==> src/source/adc_monitor_defs.svh <==
// ADC peak monitor parameters for channel count, sample width, SPI framing and UART bit timing
`ifndef ADC_MONITOR_DEFS_SVH
`define ADC_MONITOR_DEFS_SVH

// Parallel serial ADCs sharing chip select and SPI clock
`define ADC_CHANNELS 4

// Width of one ADC sample and of a stored peak
`define SAMPLE_BITS 10

// SPI clocks with chip select low per frame
// two leading bits are ignored, then ten data bits MSB first
`define SPI_FRAME_CLKS 12

// clk cycles per half SPI clock
`define SPI_HALF_PERIOD 2

// SPI clocks with chip select high between frames
`define CS_IDLE_CLKS 4

// clk cycles per UART bit
`define UART_BIT_CLKS 16

`endif

==> src/source/adc_monitor_pkg.sv <==
// ADC peak monitor types shared by the sampler, peak cache and query controller
`include "adc_monitor_defs.svh"

package adc_monitor_pkg;

    // One ADC sample, also used for a stored peak
    typedef logic [`SAMPLE_BITS-1:0] sample_t;

    // Channel index into the peak cache
    typedef logic [$clog2(`ADC_CHANNELS)-1:0] chan_t;

    // Operation requested from the peak cache
    //   CACHE_UPDATE keeps the larger of stored and written value
    //   CACHE_READ_CLEAR returns the stored value and zeroes it
    typedef enum logic {
        CACHE_UPDATE     = 1'b0,
        CACHE_READ_CLEAR = 1'b1
    } cache_op_e;

endpackage

==> src/source/cache_bus_if.sv <==
// Peak cache access bus between one client and the cache arbiter
`timescale 1ns/1ps

interface cache_bus_if;

    // Request side, held stable by the client until gnt
    logic                       req;
    adc_monitor_pkg::cache_op_e op;
    adc_monitor_pkg::chan_t     chan;
    adc_monitor_pkg::sample_t   wdata;

    // Response side
    logic                       gnt;
    adc_monitor_pkg::sample_t   rdata;
    logic                       rvalid;

    modport client (
        output req, op, chan, wdata,
        input  gnt, rdata, rvalid
    );

    modport arbiter (
        input  req, op, chan, wdata,
        output gnt, rdata, rvalid
    );

endinterface

==> src/source/adc_monitor_top.sv <==
// Four-channel ADC peak monitor top level, SPI sampling and UART peak queries
`timescale 1ns/1ps
`include "adc_monitor_defs.svh"

module adc_monitor_top (
    input  logic                     clk,
    input  logic                     reset_b,
    input  logic [`ADC_CHANNELS-1:0] adc_miso,
    input  logic                     uart_rx,
    output logic                     adc_cs_n,
    output logic                     spi_sclk,
    output logic                     uart_tx
);

    logic [7:0] rx_data;
    logic       rx_valid;
    logic [7:0] tx_data;
    logic       tx_start;
    logic       tx_busy;

    // One cache bus per client
    cache_bus_if sampler_bus ();
    cache_bus_if query_bus ();

    spi_adc_sampler i_spi_adc_sampler (
        .clk      (clk),
        .reset_b  (reset_b),
        .adc_miso (adc_miso),
        .adc_cs_n (adc_cs_n),
        .spi_sclk (spi_sclk),
        .cache    (sampler_bus.client)
    );

    peak_cache_arbiter i_peak_cache_arbiter (
        .clk         (clk),
        .reset_b     (reset_b),
        .sampler_bus (sampler_bus.arbiter),
        .query_bus   (query_bus.arbiter)
    );

    peak_query_ctrl i_peak_query_ctrl (
        .clk      (clk),
        .reset_b  (reset_b),
        .rx_data  (rx_data),
        .rx_valid (rx_valid),
        .tx_data  (tx_data),
        .tx_start (tx_start),
        .tx_busy  (tx_busy),
        .cache    (query_bus.client)
    );

    uart_link i_uart_link (
        .clk      (clk),
        .reset_b  (reset_b),
        .uart_rx  (uart_rx),
        .uart_tx  (uart_tx),
        .rx_data  (rx_data),
        .rx_valid (rx_valid),
        .tx_data  (tx_data),
        .tx_start (tx_start),
        .tx_busy  (tx_busy)
    );

endmodule

==> src/source/peak_cache_arbiter.sv <==
// Peak cache with round-robin arbitration between sampler and query clients
`timescale 1ns/1ps
`include "adc_monitor_defs.svh"

module peak_cache_arbiter (
    input  logic         clk,
    input  logic         reset_b,
    cache_bus_if.arbiter sampler_bus,
    cache_bus_if.arbiter query_bus
);

    logic                       prio_query;
    logic                       req_s;
    logic                       req_q;
    logic                       grant_s;
    logic                       grant_q;
    logic                       gnt_s_q;
    logic                       gnt_q_q;
    logic                       rvalid_s_q;
    logic                       rvalid_q_q;
    logic                       acc_valid;
    adc_monitor_pkg::cache_op_e acc_op;
    adc_monitor_pkg::chan_t     acc_chan;
    adc_monitor_pkg::sample_t   acc_wdata;
    adc_monitor_pkg::sample_t   rdata_q;
    adc_monitor_pkg::sample_t   peak_q [`ADC_CHANNELS];

    // A client already holding gnt is being served this cycle
    assign req_s = sampler_bus.req && !gnt_s_q;
    assign req_q = query_bus.req && !gnt_q_q;

    assign grant_s = req_s && (!req_q || !prio_query);
    assign grant_q = req_q && (!req_s || prio_query);

    // Access uses the granted client's held request
    assign acc_valid = gnt_s_q || gnt_q_q;
    assign acc_op    = gnt_s_q ? sampler_bus.op    : query_bus.op;
    assign acc_chan  = gnt_s_q ? sampler_bus.chan  : query_bus.chan;
    assign acc_wdata = gnt_s_q ? sampler_bus.wdata : query_bus.wdata;

    always_ff @(posedge clk or negedge reset_b) begin
        if (!reset_b) begin
            prio_query <= 1'b0;
            gnt_s_q    <= 1'b0;
            gnt_q_q    <= 1'b0;
            rvalid_s_q <= 1'b0;
            rvalid_q_q <= 1'b0;
            for (int ch = 0; ch < `ADC_CHANNELS; ch++) begin
                peak_q[ch] <= '0;
            end
        end else begin
            gnt_s_q <= grant_s;
            gnt_q_q <= grant_q;
            // Last winner loses priority
            if (grant_s) begin
                prio_query <= 1'b1;
            end else if (grant_q) begin
                prio_query <= 1'b0;
            end
            rvalid_s_q <= gnt_s_q && (acc_op == adc_monitor_pkg::CACHE_READ_CLEAR);
            rvalid_q_q <= gnt_q_q && (acc_op == adc_monitor_pkg::CACHE_READ_CLEAR);
            if (acc_valid) begin
                case (acc_op)
                    adc_monitor_pkg::CACHE_UPDATE: begin
                        if (acc_wdata > peak_q[acc_chan]) begin
                            peak_q[acc_chan] <= acc_wdata;
                        end
                    end
                    adc_monitor_pkg::CACHE_READ_CLEAR: begin
                        peak_q[acc_chan] <= '0;
                    end
                    default: begin
                    end
                endcase
            end
        end
    end

    // Old value captured before the clear lands
    always_ff @(posedge clk) begin
        if (acc_valid && acc_op == adc_monitor_pkg::CACHE_READ_CLEAR) begin
            rdata_q <= peak_q[acc_chan];
        end
    end

    assign sampler_bus.gnt    = gnt_s_q;
    assign sampler_bus.rdata  = rdata_q;
    assign sampler_bus.rvalid = rvalid_s_q;
    assign query_bus.gnt      = gnt_q_q;
    assign query_bus.rdata    = rdata_q;
    assign query_bus.rvalid   = rvalid_q_q;

endmodule

==> src/source/peak_query_ctrl.sv <==
// Query controller turning ASCII channel digits into a peak read-clear and two-byte reply
`timescale 1ns/1ps
`include "adc_monitor_defs.svh"

module peak_query_ctrl (
    input  logic        clk,
    input  logic        reset_b,
    input  logic [7:0]  rx_data,
    input  logic        rx_valid,
    output logic [7:0]  tx_data,
    output logic        tx_start,
    input  logic        tx_busy,
    cache_bus_if.client cache
);

    // ASCII '1'
    localparam logic [7:0] DIGIT_FIRST = 8'h31;
    localparam logic [7:0] DIGIT_LAST  = DIGIT_FIRST + 8'(`ADC_CHANNELS - 1);

    typedef enum logic [1:0] {
        ST_IDLE,
        ST_READ,
        ST_SEND_HI,
        ST_SEND_LO
    } state_e;

    state_e                   state;
    logic                     req_pending;
    logic                     tx_busy_d;
    logic                     tx_done;
    logic                     cmd_ok;
    adc_monitor_pkg::chan_t   chan_q;
    adc_monitor_pkg::sample_t peak_q;

    assign cmd_ok  = (rx_data >= DIGIT_FIRST) && (rx_data <= DIGIT_LAST);
    assign tx_done = tx_busy_d && !tx_busy;

    always_ff @(posedge clk or negedge reset_b) begin
        if (!reset_b) begin
            state       <= ST_IDLE;
            req_pending <= 1'b0;
            tx_busy_d   <= 1'b0;
            tx_start    <= 1'b0;
        end else begin
            tx_busy_d <= tx_busy;
            tx_start  <= 1'b0;
            case (state)
                // Commands outside idle are dropped here
                ST_IDLE: begin
                    if (rx_valid && cmd_ok) begin
                        req_pending <= 1'b1;
                        state       <= ST_READ;
                    end
                end
                ST_READ: begin
                    if (cache.gnt) begin
                        req_pending <= 1'b0;
                    end
                    if (cache.rvalid) begin
                        tx_start <= 1'b1;
                        state    <= ST_SEND_HI;
                    end
                end
                ST_SEND_HI: begin
                    if (tx_done) begin
                        tx_start <= 1'b1;
                        state    <= ST_SEND_LO;
                    end
                end
                ST_SEND_LO: begin
                    if (tx_done) begin
                        state <= ST_IDLE;
                    end
                end
                default: state <= ST_IDLE;
            endcase
        end
    end

    // Channel and peak payload
    always_ff @(posedge clk) begin
        if (state == ST_IDLE && rx_valid && cmd_ok) begin
            chan_q <= adc_monitor_pkg::chan_t'(rx_data - DIGIT_FIRST);
        end
        if (state == ST_READ && cache.rvalid) begin
            peak_q <= cache.rdata;
            tx_data <= {{(16 - `SAMPLE_BITS){1'b0}}, cache.rdata[`SAMPLE_BITS-1:8]};
        end else if (state == ST_SEND_HI && tx_done) begin
            tx_data <= peak_q[7:0];
        end
    end

    assign cache.req   = req_pending;
    assign cache.op    = adc_monitor_pkg::CACHE_READ_CLEAR;
    assign cache.chan  = chan_q;
    assign cache.wdata = '0;

endmodule

==> src/source/spi_adc_sampler.sv <==
// SPI ADC sampler framing shared chip select and clock, capturing four channels in parallel
`timescale 1ns/1ps
`include "adc_monitor_defs.svh"

module spi_adc_sampler (
    input  logic                     clk,
    input  logic                     reset_b,
    input  logic [`ADC_CHANNELS-1:0] adc_miso,
    output logic                     adc_cs_n,
    output logic                     spi_sclk,
    cache_bus_if.client              cache
);

    localparam int FRAME_TOTAL = `SPI_FRAME_CLKS + `CS_IDLE_CLKS;
    localparam int BIT_W       = $clog2(FRAME_TOTAL);
    localparam int DIV_W       = $clog2(`SPI_HALF_PERIOD + 1);

    logic [DIV_W-1:0]         div_cnt;
    logic                     phase;
    logic [BIT_W-1:0]         bit_cnt;
    logic                     half_tick;
    logic                     next_phase;
    logic [BIT_W-1:0]         next_bit;
    logic                     rise_tick;
    logic                     frame_done;
    adc_monitor_pkg::sample_t shift_q [`ADC_CHANNELS];
    adc_monitor_pkg::sample_t hold_q  [`ADC_CHANNELS];
    adc_monitor_pkg::chan_t   post_chan;
    logic                     post_busy;

    assign half_tick  = (div_cnt == DIV_W'(`SPI_HALF_PERIOD - 1));
    assign next_phase = half_tick ? ~phase : phase;

    // SPI clock index, wraps once per frame
    always_comb begin
        next_bit = bit_cnt;
        if (half_tick && phase) begin
            next_bit = (bit_cnt == BIT_W'(FRAME_TOTAL - 1)) ? '0 : bit_cnt + 1'b1;
        end
    end

    // Rising SPI edge while chip select is low
    assign rise_tick  = half_tick && !phase && (bit_cnt < BIT_W'(`SPI_FRAME_CLKS));
    // Chip select about to rise
    assign frame_done = half_tick && phase && (bit_cnt == BIT_W'(`SPI_FRAME_CLKS - 1));

    // Frame starts in the idle part so chip select is high out of reset
    always_ff @(posedge clk or negedge reset_b) begin
        if (!reset_b) begin
            div_cnt  <= '0;
            phase    <= 1'b0;
            bit_cnt  <= BIT_W'(`SPI_FRAME_CLKS);
            adc_cs_n <= 1'b1;
            spi_sclk <= 1'b0;
        end else begin
            div_cnt  <= half_tick ? '0 : div_cnt + 1'b1;
            phase    <= next_phase;
            bit_cnt  <= next_bit;
            adc_cs_n <= (next_bit >= BIT_W'(`SPI_FRAME_CLKS));
            spi_sclk <= next_phase && (next_bit < BIT_W'(`SPI_FRAME_CLKS));
        end
    end

    // Leading bits fall out of the top, last ten remain
    always_ff @(posedge clk) begin
        if (rise_tick) begin
            for (int ch = 0; ch < `ADC_CHANNELS; ch++) begin
                shift_q[ch] <= {shift_q[ch][`SAMPLE_BITS-2:0], adc_miso[ch]};
            end
        end
        if (frame_done) begin
            hold_q <= shift_q;
        end
    end

    // Walk the channels, one cache update per grant
    always_ff @(posedge clk or negedge reset_b) begin
        if (!reset_b) begin
            post_busy <= 1'b0;
            post_chan <= '0;
        end else if (frame_done) begin
            post_busy <= 1'b1;
            post_chan <= '0;
        end else if (post_busy && cache.gnt) begin
            if (post_chan == adc_monitor_pkg::chan_t'(`ADC_CHANNELS - 1)) begin
                post_busy <= 1'b0;
            end
            post_chan <= post_chan + 1'b1;
        end
    end

    assign cache.req   = post_busy;
    assign cache.op    = adc_monitor_pkg::CACHE_UPDATE;
    assign cache.chan  = post_chan;
    assign cache.wdata = hold_q[post_chan];

endmodule

==> src/source/uart_link.sv <==
// UART receiver and transmitter, 8N1 at a fixed bit period
`timescale 1ns/1ps
`include "adc_monitor_defs.svh"

module uart_link (
    input  logic       clk,
    input  logic       reset_b,
    input  logic       uart_rx,
    output logic       uart_tx,
    output logic [7:0] rx_data,
    output logic       rx_valid,
    input  logic [7:0] tx_data,
    input  logic       tx_start,
    output logic       tx_busy
);

    localparam int CNT_W = $clog2(`UART_BIT_CLKS);

    logic [1:0]       rx_sync;
    logic             rx_line;
    logic             rx_busy;
    logic [CNT_W-1:0] rx_wait;
    logic [3:0]       rx_bit;
    logic [7:0]       rx_shift;
    logic [9:0]       tx_shift;
    logic [CNT_W-1:0] tx_cnt;
    logic [3:0]       tx_bit;

    // Two-flop synchronizer, idles high
    always_ff @(posedge clk or negedge reset_b) begin
        if (!reset_b) begin
            rx_sync <= 2'b11;
        end else begin
            rx_sync <= {rx_sync[0], uart_rx};
        end
    end
    assign rx_line = rx_sync[1];

    // rx_wait counts down to the middle of the next bit
    always_ff @(posedge clk or negedge reset_b) begin
        if (!reset_b) begin
            rx_busy  <= 1'b0;
            rx_wait  <= '0;
            rx_bit   <= '0;
            rx_valid <= 1'b0;
        end else begin
            rx_valid <= 1'b0;
            if (!rx_busy) begin
                if (!rx_line) begin
                    rx_busy <= 1'b1;
                    rx_wait <= CNT_W'(`UART_BIT_CLKS / 2 - 1);
                    rx_bit  <= '0;
                end
            end else if (rx_wait != '0) begin
                rx_wait <= rx_wait - 1'b1;
            end else begin
                rx_wait <= CNT_W'(`UART_BIT_CLKS - 1);
                rx_bit  <= rx_bit + 1'b1;
                if (rx_bit == 4'd0 && rx_line) begin
                    // Glitch, not a real start bit
                    rx_busy <= 1'b0;
                end else if (rx_bit == 4'd9) begin
                    rx_busy  <= 1'b0;
                    rx_valid <= rx_line;
                end
            end
        end
    end

    // Data bits arrive LSB first
    always_ff @(posedge clk) begin
        if (rx_busy && rx_wait == '0 && rx_bit >= 4'd1 && rx_bit <= 4'd8) begin
            rx_shift <= {rx_line, rx_shift[7:1]};
        end
    end
    assign rx_data = rx_shift;

    // Transmitter, frame is stop, data, start from MSB down
    always_ff @(posedge clk or negedge reset_b) begin
        if (!reset_b) begin
            tx_busy <= 1'b0;
            tx_cnt  <= '0;
            tx_bit  <= '0;
        end else if (!tx_busy) begin
            if (tx_start) begin
                tx_busy <= 1'b1;
                tx_cnt  <= '0;
                tx_bit  <= '0;
            end
        end else if (tx_cnt == CNT_W'(`UART_BIT_CLKS - 1)) begin
            tx_cnt <= '0;
            if (tx_bit == 4'd9) begin
                tx_busy <= 1'b0;
            end else begin
                tx_bit <= tx_bit + 1'b1;
            end
        end else begin
            tx_cnt <= tx_cnt + 1'b1;
        end
    end

    always_ff @(posedge clk) begin
        if (!tx_busy && tx_start) begin
            tx_shift <= {1'b1, tx_data, 1'b0};
        end else if (tx_busy && tx_cnt == CNT_W'(`UART_BIT_CLKS - 1)) begin
            tx_shift <= {1'b1, tx_shift[9:1]};
        end
    end

    assign uart_tx = tx_busy ? tx_shift[0] : 1'b1;

endmodule

==> config.mk <==
export PLATFORM = sky130hd
export DESIGN_NAME = adc_monitor_top
export DESIGN_NICKNAME = d
export VERILOG_FILES = /design/src/source/adc_monitor_pkg.sv /design/src/source/cache_bus_if.sv /design/src/source/adc_monitor_top.sv /design/src/source/peak_cache_arbiter.sv /design/src/source/peak_query_ctrl.sv /design/src/source/spi_adc_sampler.sv /design/src/source/uart_link.sv
export VERILOG_INCLUDE_DIRS = /design/src /design/src/source
export SDC_FILE = /design/constraint.sdc
export NUM_CORES = 1
export LEC_CHECK = 0
export BUFFER_PORTS_ARGS = -buffer_cell sky130_fd_sc_hd__buf_2
export CAP_MARGIN = 20
export CORE_ASPECT_RATIO = 1.75
export CORE_UTILIZATION = 42
export CTS_CLUSTER_DIAMETER = 200
export DETAILED_ROUTE_END_ITERATION = 12
export HOLD_SLACK_MARGIN = 0.05
export MAX_ROUTING_LAYER = met4
export PLACE_DENSITY = 0.55
export SYNTH_ARGS = -nofsm -noshare
export SYNTH_HDL_FRONTEND = slang
export SYNTH_HIERARCHICAL = 1
export SYNTH_SLANG_ARGS = --single-unit
==> constraint.sdc <==
create_clock -name clk -period 5.2 [get_ports clk]
set_clock_uncertainty 0.2 [all_clocks]
set_input_delay 0 -clock clk [delete_from_list [all_inputs] [get_ports clk]]
set_output_delay 0 -clock clk [all_outputs]
set_load 0.01 [all_outputs]
==> results of run 1 <==
## cells in the final DEF, fill, tap and decap left out, types with 14 or more instances in the layout
cell type / count
nor2_1: 22
mux4_2: 20
ha_1: 29
inv_1: 19
o211ai_1: 45
clkbuf_16: 21
nand2_1: 41
edfxtp_1: 118
mux2i_1: 14
dfrtp_1: 77
o31ai_1: 42
## power by group
group | switching (W) | internal (W)
Clock | 0.000586 | 0.000757
Sequential | 0.0000693 | 0.00182
Combinational | 0.000172 | 0.000135
Total | 0.000827 | 0.00271
## through the flow
| step | total power, W | hold WS [ns] | utilization | cells | instance area, um^2 |
|---|---|---|---|---|---|
| after CTS | 0.00359 | 0.113 | 0.473 | 909 | 9910 |
| after global routing | 0.00369 | 0.163 | 0.473 | 909 | 9910 |
| after floorplan | 0.00214 | -0.496 | - | 634 | 9050 |
| after global placement | 0.00220 | -0.332 | 0.439 | 861 | 9180 |
| final | 0.00354 | 0.0646 | 0.473 | 909 | 9910 |
| after detailed placement | 0.00222 | -0.325 | 0.439 | 861 | 9180 |
## worst register-to-register path: stages (launching register included)
cell and delay (ns):
dfrtp_1 0.37, mux2i_2 0.74, buf_4 0.27, mux4_2 0.52
inv_2 0.06, ha_1 0.24, a21oi_1 0.13, o21ai_1 0.12
a2111oi_4 0.40, o21ba_4 0.52, o31ai_1 0.21
## state kept, by name (all words and copies together) (netlist names), 8 cells and up, named ones only
signal,flops
i_peak_cache_arbiter/peak_q,40
i_peak_cache_arbiter/query_bus.rdata,10
i_peak_query_ctrl/peak_q,8
i_peak_query_ctrl/tx_data,8
i_spi_adc_sampler/hold_q,40
i_spi_adc_sampler/shift_q,40
i_uart_link/rx_data,8
i_uart_link/tx_shift,9
## per-layer routing
layer / track usage / up-vias
met5: - / -
met1: 0.176 / 2577
met2: 0.310 / 106
met4: 0.0805 / 0
met3: 0.0250 / 46
li1: - / 2400
## what timing repair did
action,4_1_cts,5_1_grt
hold endpoints to repair,82,0
gates resized for setup,0,0
hold buffers,12,0
## final timing paths
path / from / to / slack, ns
worst max-delay path: i_peak_cache_arbiter/sampler_bus.gnt$_DFF_PN0_ / i_peak_cache_arbiter/peak_q[8]$_DFFE_PN0P_ / 1.26
worst min-delay path: reset_b / i_peak_cache_arbiter/peak_q[32]$_DFFE_PN0P_ / 0.06
worst max register to register: i_peak_cache_arbiter/sampler_bus.gnt$_DFF_PN0_ / i_peak_cache_arbiter/peak_q[8]$_DFFE_PN0P_ / 1.26
worst min register to register: i_uart_link/rx_sync[0]$_DFF_PN1_ / i_uart_link/rx_sync[1]$_DFF_PN1_ / 0.16
max in group asynchronous: reset_b / i_peak_cache_arbiter/peak_q[8]$_DFFE_PN0P_ / 3.94
min in group clk: i_uart_link/rx_sync[0]$_DFF_PN1_ / i_uart_link/rx_sync[1]$_DFF_PN1_ / 0.16
## cell type report
| type | instances | area [um^2] |
|---|---|---|
| Clock buffer | 29 | 566 |
| Tap cell | 252 | 315 |
| Fill cell | 1813 | 11000 |
| Clock inverter | 7 | 37.5 |
| Sequential cell | 207 | 5740 |
| Inverter | 28 | 105 |
| Timing Repair Buffer | 28 | 220 |
| Multi-Input combinational cell | 358 | 2920 |
==> run metrics, run 1 <==
status=completed; Initial Utilization=0.431; nature of the critical path endpoint=flip-flop; critical path depth=10; io pins=10; delay-heaviest family, CP=compound AO/OA/AOI/OAI gates; CP Launch Type=flip-flop; root buf cell=clkbuf_16; placer congestion estimate=just under 0.9; DRT antenna net count=0; drt first pass iters=4; Die Ht=approximately 200 um; Placement Setup Slack=1.25 ns; antenna violations before repair=0; Worst Setup Slack, final=~1.3 ns; unrepaired setup endpoints after global routing=no; Clock Pin Slew Worst Setup and Hold Paths=around 0.06 ns; final wirelength=17.4 mm; Rows=70; nets@finish=a little under 700; largest net degree at the start of global routing=68; synthesized instance count=625; Highest Signal Layer=met4; Clock Sink Count=approximately 210; core area=around 0.021 mm^2; Final Max Tran Viols=0; leakage power=3.84 nW; number of diodes=0; share of cells above drive strength 1=0.143; setup violators final=0; CTS tree=built; total track usage=0.169; clock buffer depth=3; TritonCTS Buffers=20; Worst-Skew Late Latency=about 0.5 ns; max-cap viol count=0; Setup TNS Final=0 ns; Crit Path Max Fanout=40; maximum vdd drop=0.292 mV; slowest CP cell=mux2i_2; worst hold path type=in -> async; DRT iter0 DRCs=215; YS warnings=6; Met1 Routed Length=6.48 mm; number of global-route vias before repair=5503; DP HPWL=about 12 mm; Avg Inst Size Synth=around 14 um^2; R2R cell count=10; Hold Fails Final Rpt=0; Area Growth Syn to Fin=9.91%; mapped cell area=around 0.0090 mm^2; Critical Path RT=~5.3 ns; pwr/cell area=~360 mW/mm^2; CTS H-tree depth=1; met2 WL=9.50 mm; Total Die Area=between 0.02 and 0.025 mm^2; Die Wd=around 110 um; Via density=5.64; DR WL/cell=~19 um; number of port buffers=9; CP Buf/Inv Count=2; slew margin rel.=0.250; DR DRC count=0; CP Cell Sequence=mux2i_2 > buf_4 > mux4_2 > inv_2 > ha_1 > a21oi_1 > o21ai_1 > a2111oi_4 > o21ba_4 > o31ai_1; final worst path period share=0.757; fmax=254 MHz; Tmin final=around 4 ns; post-CTS setup repair buffer count=0; worst slew pin tran=1.12 ns; Overflow after GRT=0; CP arrival=just over 4 ns; Vias=slightly above 5000; Setup CP Type=reg -> reg; Worst path max stage delay=roughly 0.74 ns; global-route wire length before repair=about 28 mm; met3 wire len=approximately 760 um
Power figures use the tool's default switching activity.
==> run 2, diff against run 1 <==
--- a/config.mk
+++ b/config.mk
@@ -6,6 +6,7 @@
 export SDC_FILE = /design/constraint.sdc
 export NUM_CORES = 1
 export LEC_CHECK = 0
+export ABC_AREA = 1
 export BUFFER_PORTS_ARGS = -buffer_cell sky130_fd_sc_hd__buf_2
 export CAP_MARGIN = 20
 export CORE_ASPECT_RATIO = 1.75
==> constraint.sdc (replaced) <==
create_clock -name clk -period 4.1 [get_ports clk]
set_clock_uncertainty 0.2 [all_clocks]
set_input_delay 0 -clock clk [delete_from_list [all_inputs] [get_ports clk]]
set_output_delay 0 -clock clk [all_outputs]
set_load 0.01 [all_outputs]
==> run 2 against run 1 <==
Net effect: combinational power grew 13%; design area rose by 8.7%; maximum frequency is 8.6% higher; critical path depth rose by 9; core utilization increased by 1.1 points; largest power group unchanged; synthesized area increased by 6.2%; largest cell class unchanged; count of clock-buffer cells in the layout is the same; first-iteration DRC count grew 84%.
==> run metrics, run 2 <==
status=completed (unchanged); YS warnings=6 (unchanged); Rows=72 (was 70); Via density=4.96 (was 5.64); Hold Fails Final Rpt=0 (unchanged); Tmin final=3.63 ns (was 3.94 ns); DR DRC count=0 (unchanged); share of cells above drive strength 1=0.103 (was 0.143); CTS tree=built (unchanged); unrepaired setup endpoints after global routing=no (unchanged); final worst path period share=0.884 (was 0.757); DP HPWL=14.1 mm (was 11.5 mm); root buf cell=clkbuf_16 (unchanged); io pins=10 (unchanged); number of diodes=0 (unchanged); Fill cells=2139 (was 1813); Overflow after GRT=0 (unchanged); mapped cell area=0.00957 mm^2 (was 0.00901 mm^2); post-CTS setup repair buffer count=0 (unchanged); Clock Sink Count=207 (unchanged); largest net degree at the start of global routing=45 (was 68); placer congestion estimate=0.956 (was 0.877); Critical Path RT=4.29 ns (was 5.33 ns); core area=0.0223 mm^2 (was 0.0209 mm^2); Final Cell Area=0.0108 mm^2 (was 0.00991 mm^2); Vias=6554 (was 5129); Die Ht=202 um (was 196 um); Die Wd=116 um (was 113 um); DRT iter0 DRCs=395 (was 215); TritonCTS Buffers=21 (was 20); antenna violations before repair=0 (unchanged); global-route wire length before repair=33.1 mm (was 28.4 mm); CP Launch Type=flip-flop (unchanged); Regs by FF count=i_peak_cache_arbiter/peak_q x40, i_spi_adc_sampler/hold_q x40, i_spi_adc_sampler/shift_q x40 (unchanged); total track usage=0.189 (was 0.169); worst slew pin tran=0.796 ns (was 1.12 ns); maximum vdd drop=0.366 mV (was 0.292 mV); commonest non-fill, non-tap cell in the layout=nand2_1 (was edfxtp_1); commonest cells after routing, fill and taps aside=283 x nand2_1, 118 x edfxtp_1, 114 x nand3_1 (was 118 x edfxtp_1, 77 x dfrtp_1, 45 x o211ai_1); number of port buffers=9 (unchanged); worst hold path type=reg -> reg (was in -> async); Total Die Area=0.0234 mm^2 (was 0.0221 mm^2); leakage power=4.62 nW (was 3.84 nW); DR WL/cell=15.6 um (was 19.2 um); Avg Inst Size Synth=9.67 um^2 (was 14.4 um^2); Worst-Skew Late Latency=0.50 ns (was 0.49 ns); synthesized instance count=990 (was 625); Setup TNS Final=0 ns (unchanged); Clock Pin Slew Worst Setup and Hold Paths=0.07 ns (was 0.06 ns); clock buffer depth=3 (unchanged); nets@finish=1047 (was 679); DRT antenna net count=0 (unchanged); Setup CP Type=reg -> reg (unchanged); Initial Utilization=0.430 (was 0.431); final wirelength=20.6 mm (was 17.4 mm); number of global-route vias before repair=6430 (was 5503); Area Growth Syn to Fin=12.5% (was 9.91%); pwr/cell area=429 mW/mm^2 (was 357 mW/mm^2); CTS H-tree depth=1 (unchanged); max-cap viol count=0 (unchanged); Area after DPL=0.00988 mm^2 (was 0.00918 mm^2); FF-to-FF setup slack=0.47 ns (was 1.26 ns); Crit Path Max Fanout=15 (was 40); drt first pass iters=4 (unchanged); fmax=276 MHz (was 254 MHz); Final Max Tran Viols=0 (unchanged); CP arrival=3.82 ns (was 4.06 ns); slew margin rel.=0.468 (was 0.250); setup violators final=0 (unchanged); nature of the critical path endpoint=flip-flop (unchanged)
## run 2: changes by cell type in the layout (fill, tap and decap cells not counted), moves of 20 or more
| cell | previous run | this run |
|---|---|---|
| nand2_1 | 41 | 283 |
| nand3_1 | 6 | 114 |
| inv_1 | 19 | 72 |
| o21ai_0 | 12 | 62 |
| o211ai_1 | 45 | 1 |
| o31ai_1 | 42 | 0 |
| nor2_1 | 22 | 59 |
| mux4_2 | 20 | 0 |
## run 2: layout make-up
type / instances / area [um^2] / area share
Multi-Input combinational cell: 659 / 3280 / 0.305
Tap cell: 296 / 370 / 0.0344
Sequential cell: 207 / 5740 / 0.533
Clock buffer: 29 / 649 / 0.0603
Clock inverter: 9 / 87.6 / 0.00813
Timing Repair Buffer: 39 / 323 / 0.0300
Inverter: 83 / 312 / 0.0289
## run 2: critical path, stage by stage, from the launching register on
cell	delay [ns]
dfrtp_1	0.41
inv_2	0.25
nand2_1	0.11
nand2_2	0.16
inv_2	0.08
nor2_4	0.30
nand2_1	0.16
nand2_1	0.10
nor3_1	0.05
buf_4	0.15
ha_1	0.28
nand2_1	0.06
nor2_1	0.24
nand3_1	0.11
nand3_1	0.10
nand2_1	0.06
nand2_2	0.19
nand2_1	0.29
nand2_1	0.15
nand2_1	0.06
## run 2: routing by layer
layer  wire (um)  vias up  global-route usage
li1            -     3320                   -
met2       10800      117               0.330
met4         898        0              0.0847
met3         628       51              0.0235
met1        8220     3066               0.213
met5           0        -                   -
## run 2: final timing paths
kind,start,to,depth (start not counted)
worst max register to register,i_peak_cache_arbiter/sampler_bus.gnt$_DFF_PN0_,i_peak_cache_arbiter/peak_q[15]$_DFFE_PN0P_,19
max in group asynchronous,reset_b,i_peak_cache_arbiter/peak_q[36]$_DFFE_PN0P_,4
worst min register to register,i_uart_link/rx_sync[0]$_DFF_PN1_,i_uart_link/rx_sync[1]$_DFF_PN1_,0
min in group asynchronous,reset_b,i_uart_link/rx_sync[1]$_DFF_PN1_,3
worst min-delay path,i_uart_link/rx_sync[0]$_DFF_PN1_,i_uart_link/rx_sync[1]$_DFF_PN1_,0
worst max-delay path,i_peak_cache_arbiter/sampler_bus.gnt$_DFF_PN0_,i_peak_cache_arbiter/peak_q[15]$_DFFE_PN0P_,19
## run 2: through the flow
stage          cells  total power, W  setup WS, ns  hold WS (ns)   util
2_1_floorplan    999         0.00259         0.858        -0.496      -
3_3_place_gp    1271         0.00266         0.539        -0.143  0.444
3_5_place_dp    1271         0.00266         0.513        -0.145  0.444
4_1_cts         1322         0.00470         0.492         0.157  0.484
5_1_grt         1322         0.00482         0.177         0.160  0.484
6_report        1322         0.00462         0.474         0.155  0.484
## run 2: power breakdown
group          switching (W)  internal (W)
sequential         0.0000384       0.00224
combinational       0.000216      0.000131
clock               0.000807       0.00119
total                0.00106       0.00356
## run 2: repair_timing
item,in CTS,in global routing
gates resized for setup,0,0
hold buffers,13,0
endpoints found under the hold margin,87,0
endpoints found under the setup margin,0,0
